$ cat config.mk
export PLATFORM = sky130hd
export DESIGN_NAME = fm_mmr
export DESIGN_NICKNAME = d
export VERILOG_FILES = /design/src/source/fm_pkg.sv /design/src/source/fm_clk_div.sv /design/src/source/fm_host_port.sv /design/src/source/fm_global_regs.sv /design/src/source/fm_ch3_freq.sv /design/src/source/fm_update_decode.sv /design/src/source/fm_mmr.sv
export SDC_FILE = /design/constraint.sdc
export NUM_CORES = 1
export LEC_CHECK = 0
export ABC_AREA = 1
export BUFFER_PORTS_ARGS = -buffer_cell sky130_fd_sc_hd__buf_2
export CORE_UTILIZATION = 37
export DETAILED_ROUTE_END_ITERATION = 6
export MAX_ROUTING_LAYER = met4
export PLACE_DENSITY = 0.55
export SLEW_MARGIN = 20
export SYNTH_ARGS = -nofsm -noshare
export SYNTH_HDL_FRONTEND = slang
export SYNTH_HIERARCHICAL = 1
export SYNTH_SLANG_ARGS = --single-unit
$ cat constraint.sdc
create_clock -name clk -period 2.1 [get_ports clk]
set_input_delay 0.42 -clock clk [delete_from_list [all_inputs] [get_ports clk]]
set_output_delay 0.42 -clock clk [all_outputs]
set_load 0.03 [all_outputs]
$ cat src/source/fm_pkg.sv
// Shared definitions for the FM register map
// Register addresses of the global bank, the field widths that travel
// between blocks and the prescaler states. Modules import it inside
// their body and use scoped names in their port lists.
package fm_pkg;

    typedef logic [7:0]  reg_addr_t;     // Selected register
    typedef logic [7:0]  reg_data_t;     // CPU data byte
    typedef logic [10:0] fnum_t;         // Frequency number
    typedef logic [2:0]  block_t;        // Octave
    typedef logic [5:0]  fnum_hi_t;      // Block plus fnum[10:8]
    typedef logic [9:0]  timer_a_t;
    typedef logic [7:0]  timer_b_t;
    typedef logic [8:0]  pcm_t;          // DAC sample
    typedef logic [2:0]  ch_sel_t;       // {part, addr[1:0]}
    typedef logic [1:0]  op_sel_t;       // Operator slot from addr[3:2]

    // One-hot, bit 0 first: fnum-low, fb/alg, pms/ams
    typedef logic [2:0]  ch_upd_t;

    // One-hot, bit 0 first: dt1/mul, tl, ks/ar, am/dr, sr, sl/rr, ssg-eg
    typedef logic [6:0]  op_upd_t;

    // Prescaler ratio applied to cen
    typedef enum logic [1:0] {
        DIV6,
        DIV3,
        DIV2
    } div_mode_t;

    // Global register addresses
    localparam reg_addr_t REG_TESTYM  = 8'h21;
    localparam reg_addr_t REG_LFO     = 8'h22;
    localparam reg_addr_t REG_CLKA1   = 8'h24;  // Timer A high bits
    localparam reg_addr_t REG_CLKA2   = 8'h25;  // Timer A low bits
    localparam reg_addr_t REG_CLKB    = 8'h26;
    localparam reg_addr_t REG_TIMER   = 8'h27;
    localparam reg_addr_t REG_KON     = 8'h28;
    localparam reg_addr_t REG_PCM     = 8'h2A;
    localparam reg_addr_t REG_PCM_EN  = 8'h2B;
    localparam reg_addr_t REG_DACTEST = 8'h2C;

    // Prescaler select, acted on by the address write alone
    localparam reg_addr_t REG_CLK_N6  = 8'h2D;
    localparam reg_addr_t REG_CLK_N3  = 8'h2E;
    localparam reg_addr_t REG_CLK_N2  = 8'h2F;

    // Busy flag length in clk_en pulses
    localparam int BUSY_PULSES = 32;

endpackage

$ cat src/source/fm_clk_div.sv
// Prescaler for the FM core
// Divides the incoming cen pulses by 6, 3 or 2 to form clk_en.
// The ratio is picked by address writes of 2D, 2E and 2F; the data
// phase plays no part in it.
`timescale 1ns/1ps

module fm_clk_div (
    input  logic             clk,
    input  logic             rst,
    input  logic             cen,
    input  logic             addr_wr,
    input  fm_pkg::reg_data_t din,
    output logic             clk_en
);
    import fm_pkg::*;

    div_mode_t  mode;
    div_mode_t  mode_nxt;
    logic [2:0] cnt;       // cen pulses seen in this period
    logic [2:0] last;      // Divisor minus one

    always_comb begin
        mode_nxt = mode;
        if (addr_wr) begin
            if (din == REG_CLK_N6)
                mode_nxt = DIV6;
            else if (din == REG_CLK_N3 && mode == DIV6)
                mode_nxt = DIV3;  // 2E only sets the low bit
            else if (din == REG_CLK_N2)
                mode_nxt = DIV2;
        end
    end

    always_comb begin
        case (mode)
            DIV6:    last = 3'd5;
            DIV3:    last = 3'd2;
            default: last = 3'd1;
        endcase
    end

    assign clk_en = cen && (cnt == last);

    always_ff @(posedge clk) begin
        if (rst) begin
            mode <= DIV6;
            cnt  <= 3'd0;
        end else begin
            mode <= mode_nxt;
            if (mode_nxt != mode)
                cnt <= 3'd0;                          // New ratio starts clean
            else if (cen)
                cnt <= (cnt == last) ? 3'd0 : cnt + 3'd1;
        end
    end

endmodule

$ cat src/source/fm_host_port.sv
// CPU side of the register map
// Splits byte writes into the address phase (addr[0] low) and the data
// phase (addr[0] high), latches the selected register and its bank and
// keeps the busy flag for 32 clk_en pulses after a data write.
`timescale 1ns/1ps

module fm_host_port (
    input  logic              clk,
    input  logic              rst,
    input  logic              write,
    input  logic [1:0]        addr,
    input  fm_pkg::reg_data_t din,
    input  logic              clk_en,
    output logic              addr_wr,
    output logic              data_wr,
    output fm_pkg::reg_addr_t sel_reg,
    output logic              part,
    output logic              busy
);
    import fm_pkg::*;

    logic       prev_write;
    logic [4:0] busy_cnt;
    logic       data_start;

    assign addr_wr = write && !addr[0];
    assign data_wr = write && addr[0];

    // Busy only starts on the rising edge of a data write
    assign data_start = data_wr && !prev_write;

    always_ff @(posedge clk) begin
        if (rst) begin
            prev_write <= 1'b0;
            sel_reg    <= '0;
            part       <= 1'b0;
        end else begin
            prev_write <= write;
            if (addr_wr) begin
                sel_reg <= din;
                part    <= addr[1];  // Upper bank
            end
        end
    end

    always_ff @(posedge clk) begin
        if (rst) begin
            busy     <= 1'b0;
            busy_cnt <= 5'd0;
        end else if (data_start) begin
            busy     <= 1'b1;
            busy_cnt <= 5'd0;
        end else if (busy && clk_en) begin
            // Last pulse of the busy window
            if (busy_cnt == 5'(BUSY_PULSES - 1))
                busy <= 1'b0;
            busy_cnt <= busy_cnt + 5'd1;
        end
    end

endmodule

$ cat src/source/fm_global_regs.sv
// Global registers of the FM chip
// Timers, LFO, test bits, CSM/effect mode and the PCM DAC. Bank 0 data
// writes update the global map; PCM registers answer in either bank.
// clr_flag_a/b and pcm_wr are one-shot and drop on the next clk_en
// that comes without a data write.
`timescale 1ns/1ps

module fm_global_regs (
    input  logic              clk,
    input  logic              rst,
    input  logic              clk_en,
    input  logic              data_wr,
    input  fm_pkg::reg_addr_t sel_reg,
    input  logic              part,
    input  fm_pkg::reg_data_t din,
    output fm_pkg::timer_a_t  value_a,
    output fm_pkg::timer_b_t  value_b,
    output logic              load_a,
    output logic              load_b,
    output logic              enable_irq_a,
    output logic              enable_irq_b,
    output logic              clr_flag_a,
    output logic              clr_flag_b,
    output logic              fast_timers,
    output logic              eg_stop,
    output logic              pg_stop,
    output logic              lfo_en,
    output logic              csm,
    output logic              effect,
    output logic [2:0]        lfo_freq,
    output fm_pkg::pcm_t      pcm,
    output logic              pcm_en,
    output logic              pcm_wr
);
    import fm_pkg::*;

    always_ff @(posedge clk) begin
        if (rst) begin
            value_a      <= '0;
            value_b      <= '0;
            load_a       <= 1'b0;
            load_b       <= 1'b0;
            enable_irq_a <= 1'b0;
            enable_irq_b <= 1'b0;
            clr_flag_a   <= 1'b0;
            clr_flag_b   <= 1'b0;
            fast_timers  <= 1'b0;
            eg_stop      <= 1'b0;
            pg_stop      <= 1'b0;
            lfo_en       <= 1'b0;
            lfo_freq     <= 3'd0;
            csm          <= 1'b0;
            effect       <= 1'b0;
            pcm          <= '0;
            pcm_en       <= 1'b0;
            pcm_wr       <= 1'b0;
        end else if (data_wr) begin
            if (!part) begin
                case (sel_reg)
                    REG_TESTYM: begin
                        eg_stop     <= din[5];
                        pg_stop     <= din[3];
                        fast_timers <= din[2];
                    end
                    REG_LFO:   {lfo_en, lfo_freq} <= din[3:0];
                    REG_CLKA1: value_a[9:2] <= din;
                    REG_CLKA2: value_a[1:0] <= din[1:0];
                    REG_CLKB:  value_b      <= din;
                    REG_TIMER: begin
                        effect <= |din[7:6];
                        csm    <= (din[7:6] == 2'b10);  // CSM implies effect
                        {clr_flag_b, clr_flag_a, enable_irq_b, enable_irq_a,
                         load_b, load_a} <= din[5:0];
                    end
                    default: ;
                endcase
            end

            // DAC path, bank ignored
            case (sel_reg)
                REG_PCM:     pcm    <= {~din[7], din[6:0], 1'b1};  // Offset binary
                REG_PCM_EN:  pcm_en <= din[7];
                REG_DACTEST: pcm[0] <= din[3];
                default: ;
            endcase
            pcm_wr <= (sel_reg == REG_PCM);
        end else if (clk_en) begin
            // One-shot bits
            clr_flag_a <= 1'b0;
            clr_flag_b <= 1'b0;
            pcm_wr     <= 1'b0;
        end
    end

endmodule

$ cat src/source/fm_ch3_freq.sv
// Channel 3 per-operator frequencies
// Writes to A4-A6 and AC-AE fill one shared latch with block and the top
// fnum bits. The following low byte write to A9, AA or A8 commits the
// latch and the byte to operator 1, 2 or 3.
`timescale 1ns/1ps

module fm_ch3_freq (
    input  logic              clk,
    input  logic              rst,
    input  logic              data_wr,
    input  fm_pkg::reg_addr_t sel_reg,
    input  fm_pkg::reg_data_t din,
    output fm_pkg::fnum_t     fnum_ch3op1,
    output fm_pkg::fnum_t     fnum_ch3op2,
    output fm_pkg::fnum_t     fnum_ch3op3,
    output fm_pkg::block_t    block_ch3op1,
    output fm_pkg::block_t    block_ch3op2,
    output fm_pkg::block_t    block_ch3op3,
    output fm_pkg::fnum_hi_t  latch_fnum
);

    always_ff @(posedge clk) begin
        if (rst) begin
            latch_fnum   <= '0;
            fnum_ch3op1  <= '0;
            fnum_ch3op2  <= '0;
            fnum_ch3op3  <= '0;
            block_ch3op1 <= '0;
            block_ch3op2 <= '0;
            block_ch3op3 <= '0;
        end else if (data_wr) begin
            case (sel_reg)
                // Single latch shared by all channels
                8'hA4, 8'hA5, 8'hA6,
                8'hAC, 8'hAD, 8'hAE: latch_fnum <= din[5:0];
                8'hA9: {block_ch3op1, fnum_ch3op1} <= {latch_fnum, din};
                8'hAA: {block_ch3op2, fnum_ch3op2} <= {latch_fnum, din};
                8'hA8: {block_ch3op3, fnum_ch3op3} <= {latch_fnum, din};  // Op 3 sits at A8
                default: ;
            endcase
        end
    end

endmodule

$ cat src/source/fm_update_decode.sv
// Update strobes for an external per-channel register file
// Every data write re-evaluates the strobes from the selected register,
// together with the channel and operator it points at and a copy of the
// byte. Outputs hold until the next data write.
`timescale 1ns/1ps

module fm_update_decode (
    input  logic              clk,
    input  logic              rst,
    input  logic              data_wr,
    input  fm_pkg::reg_addr_t sel_reg,
    input  logic              part,
    input  fm_pkg::reg_data_t din,
    output fm_pkg::ch_upd_t   up_chreg,
    output fm_pkg::op_upd_t   up_opreg,
    output logic              up_keyon,
    output fm_pkg::ch_sel_t   up_ch,
    output fm_pkg::op_sel_t   up_op,
    output fm_pkg::reg_data_t reg_data
);
    import fm_pkg::*;

    ch_upd_t ch_nxt;
    op_upd_t op_nxt;

    always_comb begin
        ch_nxt = '0;
        op_nxt = '0;
        // Slot 3 of each group does not exist
        if (sel_reg[1:0] != 2'b11) begin
            casez (sel_reg)
                8'hA0, 8'hA1, 8'hA2: ch_nxt = 3'b001;  // fnum low
                8'hB0, 8'hB1, 8'hB2: ch_nxt = 3'b010;  // fb / alg
                8'hB4, 8'hB5, 8'hB6: ch_nxt = 3'b100;  // pms / ams
                8'b0011_????: op_nxt = 7'h01;
                8'b0100_????: op_nxt = 7'h02;
                8'b0101_????: op_nxt = 7'h04;
                8'b0110_????: op_nxt = 7'h08;
                8'b0111_????: op_nxt = 7'h10;
                8'b1000_????: op_nxt = 7'h20;
                8'b1001_????: op_nxt = 7'h40;          // SSG-EG
                default: ;
            endcase
        end
    end

    always_ff @(posedge clk) begin
        if (rst) begin
            up_chreg <= '0;
            up_opreg <= '0;
            up_keyon <= 1'b0;
            up_ch    <= '0;
            up_op    <= '0;
        end else if (data_wr) begin
            up_chreg <= ch_nxt;
            up_opreg <= op_nxt;
            up_keyon <= (sel_reg == REG_KON) && !part;
            up_ch    <= {part, sel_reg[1:0]};
            up_op    <= sel_reg[3:2];  // 0=S1 1=S3 2=S2 3=S4
        end
    end

    always_ff @(posedge clk) begin
        if (data_wr)
            reg_data <= din;
    end

endmodule

$ cat src/source/fm_mmr.sv
// Host register map of the FM chip, top level
// Connects the prescaler, the CPU port, the global registers, the
// channel 3 frequency block and the update decoder. Drive write/addr/din
// from the CPU bus and cen from the chip clock enable.
`timescale 1ns/1ps

module fm_mmr (
    input  logic              clk,
    input  logic              rst,
    input  logic              cen,
    input  logic              write,
    input  logic [1:0]        addr,
    input  fm_pkg::reg_data_t din,
    output logic              busy,
    output logic              clk_en,
    // Global registers
    output fm_pkg::timer_a_t  value_a,
    output fm_pkg::timer_b_t  value_b,
    output logic              load_a,
    output logic              load_b,
    output logic              enable_irq_a,
    output logic              enable_irq_b,
    output logic              clr_flag_a,
    output logic              clr_flag_b,
    output logic              fast_timers,
    output logic              eg_stop,
    output logic              pg_stop,
    output logic              lfo_en,
    output logic              csm,
    output logic              effect,
    output logic [2:0]        lfo_freq,
    output fm_pkg::pcm_t      pcm,
    output logic              pcm_en,
    output logic              pcm_wr,
    // Channel 3 special mode
    output fm_pkg::fnum_t     fnum_ch3op1,
    output fm_pkg::fnum_t     fnum_ch3op2,
    output fm_pkg::fnum_t     fnum_ch3op3,
    output fm_pkg::block_t    block_ch3op1,
    output fm_pkg::block_t    block_ch3op2,
    output fm_pkg::block_t    block_ch3op3,
    output fm_pkg::fnum_hi_t  latch_fnum,
    // Register file updates
    output fm_pkg::ch_upd_t   up_chreg,
    output fm_pkg::op_upd_t   up_opreg,
    output logic              up_keyon,
    output fm_pkg::ch_sel_t   up_ch,
    output fm_pkg::op_sel_t   up_op,
    output fm_pkg::reg_data_t reg_data
);
    import fm_pkg::*;

    logic      addr_wr;
    logic      data_wr;
    reg_addr_t sel_reg;
    logic      part;

    fm_clk_div u_div (
        .clk     (clk),
        .rst     (rst),
        .cen     (cen),
        .addr_wr (addr_wr),
        .din     (din),
        .clk_en  (clk_en)
    );

    fm_host_port u_port (
        .clk     (clk),
        .rst     (rst),
        .write   (write),
        .addr    (addr),
        .din     (din),
        .clk_en  (clk_en),
        .addr_wr (addr_wr),
        .data_wr (data_wr),
        .sel_reg (sel_reg),
        .part    (part),
        .busy    (busy)
    );

    fm_global_regs u_glob (
        .clk          (clk),
        .rst          (rst),
        .clk_en       (clk_en),
        .data_wr      (data_wr),
        .sel_reg      (sel_reg),
        .part         (part),
        .din          (din),
        .value_a      (value_a),
        .value_b      (value_b),
        .load_a       (load_a),
        .load_b       (load_b),
        .enable_irq_a (enable_irq_a),
        .enable_irq_b (enable_irq_b),
        .clr_flag_a   (clr_flag_a),
        .clr_flag_b   (clr_flag_b),
        .fast_timers  (fast_timers),
        .eg_stop      (eg_stop),
        .pg_stop      (pg_stop),
        .lfo_en       (lfo_en),
        .csm          (csm),
        .effect       (effect),
        .lfo_freq     (lfo_freq),
        .pcm          (pcm),
        .pcm_en       (pcm_en),
        .pcm_wr       (pcm_wr)
    );

    fm_ch3_freq u_ch3 (
        .clk          (clk),
        .rst          (rst),
        .data_wr      (data_wr),
        .sel_reg      (sel_reg),
        .din          (din),
        .fnum_ch3op1  (fnum_ch3op1),
        .fnum_ch3op2  (fnum_ch3op2),
        .fnum_ch3op3  (fnum_ch3op3),
        .block_ch3op1 (block_ch3op1),
        .block_ch3op2 (block_ch3op2),
        .block_ch3op3 (block_ch3op3),
        .latch_fnum   (latch_fnum)
    );

    fm_update_decode u_dec (
        .clk      (clk),
        .rst      (rst),
        .data_wr  (data_wr),
        .sel_reg  (sel_reg),
        .part     (part),
        .din      (din),
        .up_chreg (up_chreg),
        .up_opreg (up_opreg),
        .up_keyon (up_keyon),
        .up_ch    (up_ch),
        .up_op    (up_op),
        .reg_data (reg_data)
    );

endmodule

Word level (Yosys, flattened, before mapping)
Cells that the tools add are included.
{"block": "totals", "output_inout_bits": 118, "ff_bits": 137, "elab_cells": 149, "inputBits": 14}
{"block": "classes", "mux": 22, "addsub": 2, "bitwise_logic": 2, "n_reduce_logical": 37, "n_eq_ne": 46}
{"op": "equality test 8 bit (second input constant)", "n": 18}
{"op": "equality test 8 x 6 -> 1 bit (second input constant)", "n": 13}
{"op": "case mux 7 bit (7 select lines)", "n": 1}
{"op": "AND reduction 3 bit", "n": 7}
{"op": "equality test 4 x 3 -> 1 bit (second input constant)", "n": 4}
{"op": "AND reduction 2 bit", "n": 8}
{"op": "2-to-1 mux 1 bit", "n": 11}
{"op": "case mux 3 bit (3 select lines)", "n": 1}
{"op": "OR reduction 3 bit", "n": 3}
{"op": "equality test 4 bit (second input constant)", "n": 2}
{"op": "2-to-1 mux 2 bit", "n": 4}
{"op": "nonzero test 2 bit", "n": 4}
{"op": "logical AND 1 bit", "n": 7}
{"op": "2-to-1 mux 7 bit", "n": 1}
{"op": "2-to-1 mux 3 bit", "n": 2}
{"op": "case mux 3 bit (2 select lines)", "n": 1}
{"op": "OR reduction 2 bit", "n": 3}
{"op": "OR reduction 6 bit", "n": 1}
{"op": "adder 5 x 1 -> 5 bit (second input constant)", "n": 1}
{"op": "equality test 5 bit (second input constant)", "n": 1}
{"op": "equality test 4 x 2 -> 1 bit (second input constant)", "n": 1}
{"op": "!= test 2 bit (second input constant)", "n": 2}
{"op": "adder 3 x 1 -> 3 bit (second input constant)", "n": 1}
{"op": "equality test 3 bit", "n": 1}
{"op": "other kinds (8)", "n": 11}

Logic depth before layout (Yosys ltp)
Gate-level depths: netlist (run 1).
{"block": "logic_depth", "ltp_word": 7, "mapped_depth": 11, "depth_no_buf": 11}

By module
Netlist (run 1), hierarchy kept.
{"mod": "fm_ch3_freq", "area_per_inst_um2": 2299.7, "seq_area_each_um2": 960.9, "cells_per_inst": 354, "n_inst": 1}
{"mod": "fm_global_regs", "area_per_inst_um2": 1984.4, "seq_area_each_um2": 880.8, "cells_per_inst": 288, "n_inst": 1}
{"mod": "fm_update_decode", "area_per_inst_um2": 932.1, "seq_area_each_um2": 560.5, "cells_per_inst": 113, "n_inst": 1}
{"mod": "fm_host_port", "area_per_inst_um2": 721.9, "seq_area_each_um2": 320.3, "cells_per_inst": 85, "n_inst": 1}
{"mod": "fm_clk_div", "area_per_inst_um2": 437.9, "seq_area_each_um2": 100.1, "cells_per_inst": 68, "n_inst": 1}

Least setup slack after synthesis (run 1)
Ideal clock, no wire load.
{"block": "synth_path", "kind": "in2reg", "startpoint": "input write", "endpoint": "register u_ch3.block_ch3op2[0]", "arrival_ns": 1.654, "cell_stages": 8, "path_buffers": 1, "t_required_ns": 1.987, "setup_time_ns": 0.113, "setup_slack_ns": 0.333, "cell_sequence": "nand2_1 -> inv_1 -> nand2_1 -> nor2_4 -> clkbuf_1 -> nand4_1 -> nand2_1 -> nor2_1"}
{"block": "synth_via", "elab_chain_len": 2}
{"item": "start, declared", "line": "fm_mmr.sv:11", "text": "input logic write,"}
{"item": "logical AND 1 bit", "line": "fm_host_port.sv:27", "text": "assign data_wr = write && addr[0];"}
{"item": "net data_wr", "line": "fm_mmr.sv:54", "text": "logic data_wr;"}
{"item": "AND reduction 2 bit (no line)"}
{"item": "end signal, assigned", "line": "fm_ch3_freq.sv:37", "text": "8'hAA: {block_ch3op2, fnum_ch3op2} <= {latch_fnum, din};"}
{"item": "end, declared", "line": "fm_ch3_freq.sv:17", "text": "output fm_pkg::block_t block_ch3op2,"}
The timed path passes the listed nets, and every way through them passes these cells.
A chain may end at the register's enable or synchronous reset.

Worst setup path after layout (run 1)
{"block": "layout_path", "startpoint": "register u_div.mode[0]", "endpoint": "output clk_en"}
{"block": "layout_via", "elab_chain_len": 4, "word_cells_on_any_way": 5, "classes_between": "eq/ne: 2; mux: 1; reduce/logical: 2"}
{"item": "start, declared", "line": "fm_clk_div.sv:17", "text": "div_mode_t mode;"}
{"item": "start signal, assigned", "line": "fm_clk_div.sv:49", "text": "mode <= mode_nxt;"}
{"item": "equality test 2 x 1 -> 1 bit or zero test 2 bit (tied branches)", "line": "fm_clk_div.sv:35", "text": "case (mode)"}
{"item": "case mux 3 bit (2 select lines) (*)", "line": "fm_clk_div.sv:35"}
{"item": "equality test 3 bit (*)", "line": "fm_clk_div.sv:42", "text": "assign clk_en = cen && (cnt == last);"}
{"item": "logical AND 1 bit (*)", "line": "fm_clk_div.sv:42"}
{"item": "end, declared", "line": "fm_mmr.sv:15", "text": "output logic clk_en,"}
Mark *: on every way between the ends. The rest lies on a longest branch, timed or not.

==> impl_metrics.toml, run 1 <==
[finish]
final_net_count = 1065
insertedDiodeCount = 0
fillers = 1766
drive_gt1_frac = 0.2488
mostFrequentLayoutCell = "nand2_1"
layout_common_cells = "207 x nand2_1, 179 x nor2_1, 143 x inv_1"
utilization = 0.4699
areaGrowthSynthToFinish_pct = 23.08
register_area_um2 = 2824
top_regs = "u_ch3/fnum_ch3op1 x11, u_ch3/fnum_ch3op2 x11, u_ch3/fnum_ch3op3 x11"
multiInputGateArea_um2 = 2754

[timing]
rsz0062_at_grt = "false"
setup_viol_count_final = 0
min_period_ns = 1.964
maxSlewHeadroom = 0.6387
clock_skew_ns = 0.006414
worstMarginPinSlew_ns = 0.5412
finalHoldViolations = 0
max_freq_ghz = 0.5092
fin_setup_tns_ns = 0
min_period_over_period = 0.9352
slew_violations = 0

[grt]
grt_use_total = 0.1965
grt_max_degree = 49
grt_antenna_before_repair = 0
grt_pass1_vias = 5098
grt-ovfl-total = 0
grt_pass1_wl_mm = 26.43

[synthesis]
synth-edff-count = 8
async_flop_share = 0
synth_flop_cell = "dfxtp_1"
synth_warnings = 6
syn-cell-area_um2 = 6376
syn_avg_cell_area_um2 = 7.022
yosysUniqueCellTypes = 35
seq_area_frac_synth = 0.4427
synth_nets = 925
synthCells = 908
ys_ff_latch = 137

[clock_tree]
cts_hold_buffers = 0
clk_pin_slew_ns = 0.06
cts_buffer_depth = 2
cts_made_buffers = 17
tritoncts = "done"
h-tree-depth = 4
clkLatencyLatePin_ns = 0.42
clockRootBuffer = "clkbuf_16"
cts.sinks = 137

[worst_setup_path]
criticalPathCategory = "reg -> out"
crit_chain = "nor2_1 > xor2_1 > nand3_1 > inv_2 > buf_4"
end_kind = "output port"
start_kind = "flip-flop"
arrival_ns = 1.54
worstPathMaxFanout = 7
critical-path-slowest-cell = "dfxtp_2"
slowest_delay_ns = 0.35
cp_top_family = "flip-flops"
required_ns = 1.68
cp_num_buf_inv = 2

[drt]
drtAntennaViolNets = 0
drt_first_pass_iters = 5
wl_per_cell_um = 12.91
drc = 0
viasPerCell = 4.393
drt_iter0_drc = 436
finalWirelength_mm = 16.54
via_count = 5628

[placed_design]
port_buffers = 131
hpwlAfterDp_mm = 11.65
place.gp.congestion = 0.7826

[power_and_ir_drop]
irDropWorstVdd_uv = 583.2
p_leak_nw = 3.829
p_per_area_nw_per_um2 = 757.4

[die]
io_pins = 132
fp.dieW_um = 133.3
core_area_um2 = 16700
rows = 47
start_util = 0.3818
die_area_um2 = 17760
die_h_um = 133.3

[worst_hold_path]
hold_path.class = "in -> reg"

[status]
status = "finished clean"

[run]
maxCapViolations = 0
==> what timing repair did <==
| item | in CTS | in global routing |
|---|---|---|
| buffers inserted | 0 | 0 |
| endpoints found under the setup margin | 1 | 1 |
| gates resized for setup | 1 | 2 |
| pin swaps | 0 | 0 |
==> cell type report <==
cell class / instances / share of cell area
clock buffer: 26 / 0.06633
clock inverter: 6 / 0.004783
inverter: 159 / 0.07812
multi-input combinational: 580 / 0.3509
sequential: 137 / 0.3599
tap: 220 / 0.03508
timing repair buffer: 153 / 0.1049
==> layer usage <==
layer	vias to the layer above	GRT usage	wire [um]
met5	-	-	0
met4	0	0.06755	246
met2	101	0.2951	7509
met1	2461	0.2633	8163
met3	18	0.03767	624
li1	3048	-	-
==> power by group <==
group / internal [mW] / switching, mW
Clock: 1.70 / 1.11
Combinational: 0.124 / 0.310
Sequential: 2.66 / 0.0390
==> worst register-to-register path: cells and delay by family, from the launching register on <==
| family | cells | cell delay, ns |
|---|---|---|
| buf+inv | 1 | 0.22 |
| simple gates | 4 | 0.79 |
| compound gates | 1 | 0.11 |
| flops | 1 | 0.51 |
==> through the flow <==
| stage | cell area, um^2 | instances | setup slack [ns] | power (mW) | hold WS (ns) |
|---|---|---|---|---|---|
| floorplan | 6376 | 908 | 0.3328 | 3.039 | 0.4472 |
| global placement | 7286 | 1249 | 0.1380 | 3.192 | 0.4520 |
| detailed placement | 7286 | 1249 | 0.1091 | 3.190 | 0.4544 |
| CTS | 7846 | 1281 | 0.01590 | 6.013 | 0.2118 |
| global route | 7848 | 1281 | 0.02432 | 6.160 | 0.2326 |
| finish | 7848 | 1281 | 0.1361 | 5.944 | 0.2269 |
==> synthesized netlist by cell type, types with 6 or more instances <==
cell type  number  area, um^2
nand3_1        23       115.1
inv_1         144       540.5
a21oi_1        27       135.1
nor2_2         24       150.1
nand2_2        11       68.82
dfxtp_1       129        2582
nand4_1        44       275.3
buf_2          14       70.07
nand3_2         6       60.06
clkbuf_1        8       30.03
nand2_1       207       777.0
edfxtp_1        8       240.2
o21ai_0        24       120.1
o21ai_2         9       78.83
nor2_1        179       671.9
inv_2          13       48.80
==> cells by family (layout without fill, tap and decap cells) <==
family | Yosys count | after routing | share of synthesized area
AO/OA/AOI/OAI | 65 | 65 | 0.05809
AND/OR/NAND/NOR | 510 | 510 | 0.3644
XOR/XNOR | 2 | 2 | 0.002748
adder cells (fa/ha/maj) | 3 | 3 | 0.005888
buffers and inverters | 191 | 344 | 0.1262
flip-flops | 137 | 137 | 0.4427
==> path summary, 6_finish.rpt <==
check / endpoint / cells after the start / start / slack [ns]
setup / recovery: clk_en / 5 / u_div/mode[0] / 0.14
setup reg to reg: u_glob/pcm[3] / 6 / u_port/sel_reg[5] / 0.40
hold reg to reg: u_dec/up_op[0] / 2 / u_dec/up_op[0] / 0.46
hold / removal: u_port/part / 3 / addr[1] / 0.23
(Power assumes the default switching activity.)
==> run 2, diff against run 1 <==
--- a/config.mk
+++ b/config.mk
@@ -10,7 +10,7 @@
 export CORE_UTILIZATION = 37
 export DETAILED_ROUTE_END_ITERATION = 6
 export MAX_ROUTING_LAYER = met4
-export PLACE_DENSITY = 0.55
+export PLACE_DENSITY_LB_ADDON = 0.3
 export SLEW_MARGIN = 20
 export SYNTH_ARGS = -nofsm -noshare
 export SYNTH_HDL_FRONTEND = slang
==> impl_metrics.toml, run 2 (synthesis results as in run 1) <==
[worst_setup_path]
start_kind = "flip-flop"
worst-r2r-setup-slack_ns = 0.34
criticalPathCategory = "reg -> out"
r2r_end = "u_glob/pcm[5]"
worstPathMaxFanout = 7
required_ns = 1.68
r2r-start = "u_port/sel_reg[1]"
arrival_ns = 1.55
rr_worst_depth = 6
crit_start = "u_div/mode[0]"
end_kind = "output port"
cp-endpoint = "clk_en"

[drt]
drt_iter0_drc = 394
wl_per_cell_um = 12.47
viasPerCell = 4.447
via_count = 5705
drtAntennaViolNets = 0
finalWirelength_mm = 15.99
drt_first_pass_iters = 4
drc = 0

[placed_design]
place.gp.congestion = 0.8100
hpwlAfterDp_mm = 11.41
postPlaceCellArea_um2 = 7301
port_buffers = 131

[timing]
maxSlewHeadroom = 0.6886
min_period_over_period = 0.9377
worstMarginPinSlew_ns = 0.4665
slew_violations = 0
finalHoldViolations = 0
fin_setup_tns_ns = 0
setup_viol_count_final = 0
max_freq_ghz = 0.5078
clock_skew_ns = 0.01064
min_period_ns = 1.969
rsz0062_at_grt = "false"

[finish]
finalInstanceArea_um2 = 7914
final_net_count = 1067
layout_common_cells = "207 x nand2_1, 179 x nor2_1, 143 x inv_1"
mostFrequentLayoutCell = "nand2_1"
fillers = 1740
areaGrowthSynthToFinish_pct = 24.12
drive_gt1_frac = 0.2540
insertedDiodeCount = 0
top_regs = "u_ch3/fnum_ch3op1 x11, u_ch3/fnum_ch3op2 x11, u_ch3/fnum_ch3op3 x11"

[power_and_ir_drop]
design_power_total_mw = 6.193
p_comb_frac = 0.070
p_int_mw = 4.688
p_per_area_nw_per_um2 = 782.6
switching_power_mw = 1.505
seq_power_share = 0.436
irDropWorstVdd_uv = 578.3
swShare = 0.2430
p_clk_frac = 0.494
p_leak_nw = 3.869

[clock_tree]
cts_buffer_depth = 2
h-tree-depth = 4
clk_pin_slew_ns = 0.06
clkLatencyLatePin_ns = 0.42
cts.sinks = 137
tritoncts = "done"
clockRootBuffer = "clkbuf_16"
post_cts_buffers = 0
cts_made_buffers = 17

[grt]
grt_pass1_vias = 5157
grt_max_degree = 49
grt_pass1_wl_mm = 26.31
grt_use_total = 0.1954
grt-ovfl-total = 0
grt_antenna_before_repair = 0

[die]
die_h_um = 133.3
io_pins = 132
fp.dieW_um = 133.3
die_area_um2 = 17760
rows = 47
core_area_um2 = 16700
start_util = 0.3818

[status]
status = "finished clean"

[run]
maxCapViolations = 0

[worst_hold_path]
hold_path.class = "in -> reg"
[run 2: what timing repair did]
| action | in CTS | in global routing |
|---|---|---|
| hold buffers | 0 | 0 |
| gates resized for setup | 1 | 2 |
| setup endpoints to repair | 1 | 1 |
[run 2: worst min-delay path by stage]
stage | endpoint | depth (start not counted) | startpoint | slack, ns
2_1_floorplan | u_port/busy_cnt[4] | 2 | u_port/busy_cnt[4] | 0.45
3_3_place_gp | u_dec/up_ch[0] | 2 | u_dec/up_ch[0] | 0.45
3_5_place_dp | u_dec/up_op[0] | 2 | u_dec/up_op[0] | 0.46
4_1_cts | u_port/prev_write | 3 | write | 0.22
5_1_grt | u_port/prev_write | 3 | write | 0.26
6_report | u_port/prev_write | 3 | write | 0.24
[run 2: final cells by class]
| class | count | area [um^2] | area share |
|---|---|---|---|
| clock inverter | 14 | 170.2 | 0.02150 |
| inverter | 159 | 613.1 | 0.07747 |
| timing repair buffer | 155 | 838.3 | 0.1059 |
| sequential | 137 | 2824 | 0.3568 |
| clock buffer | 18 | 439.2 | 0.05549 |
| multi-input combinational | 580 | 2754 | 0.3480 |
| tap | 220 | 275.3 | 0.03478 |
[run 2: layer usage]
metal	global-route usage	wire, um	up-vias	share of wire
met2	0.3073	7432	93	0.46
met1	0.2500	7893	2546	0.49
met3	0.04072	508	14	0.032
met5	-	0	-	0
met4	0.06250	161	0	0.010
li1	-	-	3052	-
[run 2: power by group through the flow]
stage	logic (mW)	registers [mW]	clock network (mW)
after CTS	0.437	2.70	3.14
after global placement	0.434	2.75	0
after global routing	0.481	2.70	3.26
after floorplan	0.257	2.78	0
after detailed placement	0.435	2.76	0
final	0.434	2.70	3.06
[run 2: critical path, cell delays in order (launching register included)]
cell	delay, ns
dfxtp_2	0.35
nor2_1	0.14
xor2_1	0.20
nand3_1	0.14
inv_2	0.13
buf_4	0.17
[run 2: metrics by stage]
stage	hold WS, ns	util	setup slack, ns	instances
CTS	0.2208	0.4738	0.03026	1283
global route	0.2571	0.4739	0.01277	1283
finish	0.2377	0.4739	0.1308	1283
global placement	0.4491	0.4371	0.1517	1251
detailed placement	0.4557	0.4371	0.09752	1251
floorplan	0.4472	-	0.3328	908
==> run 3, diff against run 2 <==
==> constraint.sdc (replaced) <==
create_clock -name clk -period 1.9 [get_ports clk]
set_input_delay 0.38 -clock clk [delete_from_list [all_inputs] [get_ports clk]]
set_output_delay 0.38 -clock clk [all_outputs]
set_load 0.03 [all_outputs]
==> impl_metrics.toml, run 3 (synthesis results as in run 1) <==
[die]
fp.dieW_um = 133.3
io_pins = 132
core_area_um2 = 16700
die_h_um = 133.3
start_util = 0.3818
rows = 47
die_area_um2 = 17760

[worst_setup_path]
end_kind = "output port"
critical-path-slowest-cell = "dfxtp_2"
required_ns = 1.52
criticalPathCategory = "reg -> out"
worstPathMaxFanout = 7
cp_top_family = "flip-flops"
crit_chain = "nor2_1 > xor2_1 > nand3_1 > inv_2 > buf_6"
cp_num_buf_inv = 2
start_kind = "flip-flop"
worst-r2r-setup-slack_ns = 0.28
slowest_delay_ns = 0.36
arrival_ns = 1.48

[clock_tree]
cts_made_buffers = 17
cts_hold_buffers = 0
tritoncts = "done"
cts.sinks = 137
clockRootBuffer = "clkbuf_16"
clk_pin_slew_ns = 0.06
h-tree-depth = 4
cts_buffer_depth = 2
clkLatencyLatePin_ns = 0.42

[placed_design]
postPlaceCellArea_um2 = 7301
hpwlAfterDp_mm = 11.34
place.gp.congestion = 0.7771
place_ws_ns = -0.03557
port_buffers = 131

[grt]
grt_pass1_wl_mm = 26.12
grt_pass1_vias = 5231
grt_use_total = 0.1933
grt_antenna_before_repair = 0
grt_max_degree = 49
grt-ovfl-total = 0

[power_and_ir_drop]
irDropWorstVdd_uv = 637.9
p_leak_nw = 3.875
p_per_area_nw_per_um2 = 858.7

[drt]
viasPerCell = 4.517
wl_per_cell_um = 12.57
drtAntennaViolNets = 0
finalWirelength_mm = 16.15
drc = 0
drt_iter0_drc = 526
via_count = 5804
drt_first_pass_iters = 4

[timing]
min_period_over_period = 0.9770
min_period_ns = 1.856
slew_violations = 0
clock_skew_ns = 0.007745
worstMarginPinSlew_ns = 0.5543
setup_viol_count_final = 0
max_freq_ghz = 0.5387
maxSlewHeadroom = 0.6300
finalHoldViolations = 0
finalWorstSetupSlack_ns = 0.04363

[run]
maxCapViolations = 0

[finish]
final_net_count = 1069
drive_gt1_frac = 0.2573
insertedDiodeCount = 0
areaGrowthSynthToFinish_pct = 24.27
finalInstanceArea_um2 = 7924
mostFrequentLayoutCell = "nand2_1"
top_regs = "u_ch3/fnum_ch3op1 x11, u_ch3/fnum_ch3op2 x11, u_ch3/fnum_ch3op3 x11"
layout_common_cells = "207 x nand2_1, 179 x nor2_1, 142 x inv_1"

[worst_hold_path]
hold_path.class = "in -> reg"

[status]
status = "finished clean"
-- run 3: changes by cell type in the layout (fill, tap and decap cells not counted), sizes merged --
| cell | change |
|---|---|
| clkinv | -3 |
| inv | +4 |
| buf | +2 |
| bufinv | -1 |
-- run 3: area by class of cell --
cell class | count | area [um^2]
clock buffer | 18 | 439.2
clock inverter | 14 | 160.2
fill | 1704 | 8777
inverter | 159 | 613.1
multi-input combinational | 580 | 2754
sequential | 137 | 2825
tap | 220 | 275.3
timing repair buffer | 157 | 857.1
-- run 3: power by group --
part	switching, mW	internal (mW)
registers	0.0408	2.94
clock network	1.35	2.00
logic	0.341	0.139
-- run 3: stage by stage --
| step | instances | hold WS (ns) | util | TNS (ns) | power [mW] |
|---|---|---|---|---|---|
| after global routing | 1285 | 0.1963 | 0.4745 | -0.03656 | 7.077 |
| after global placement | 1251 | 0.4482 | 0.4371 | 0 | 3.521 |
| final | 1285 | 0.1958 | 0.4745 | 0 | 6.804 |
| after floorplan | 908 | 0.4424 | - | 0 | 3.359 |
| after detailed placement | 1251 | 0.4543 | 0.4371 | -0.7524 | 3.522 |
| after CTS | 1284 | 0.1808 | 0.4737 | 0 | 6.889 |
-- run 3: repair_timing --
action,4_1_cts,5_1_grt
buffers inserted,1,1
endpoints found under the hold margin,0,0
cloned,0,0
pin swaps,0,2
endpoints found under the setup margin,1,1
resized for setup,3,3
-- run 3: path summary, 6_finish.rpt --
| kind | start | cells past startpoint | to |
|---|---|---|---|
| max | u_div/mode[0] | 5 | clk_en |
| min | write | 3 | u_port/prev_write |
| max reg2reg | u_div/mode[0] | 10 | u_port/busy_cnt[3] |
| min reg2reg | u_dec/up_opreg[2] | 2 | u_dec/up_opreg[2] |
-- run 3: layer usage --
metal  GRT usage  routed length, um  vias to the layer above
li1            -                  -                     3060
met1      0.2535               7708                     2598
met2      0.2983               7534                      129
met3     0.03843                693                       17
met4     0.06187                215                        0
met5           -                  0                        -
-- run 3: worst reg2reg max path, cell delays in order (launching register included) --
cell and delay [ns]:
dfxtp_2 0.36, nor2_1 0.12, xor2_1 0.21, nand3_1 0.13, inv_2 0.10, buf_4 0.13, nand2_1 0.13, inv_2 0.13
nand3_1 0.08, nand2_1 0.07, nor2_1 0.04
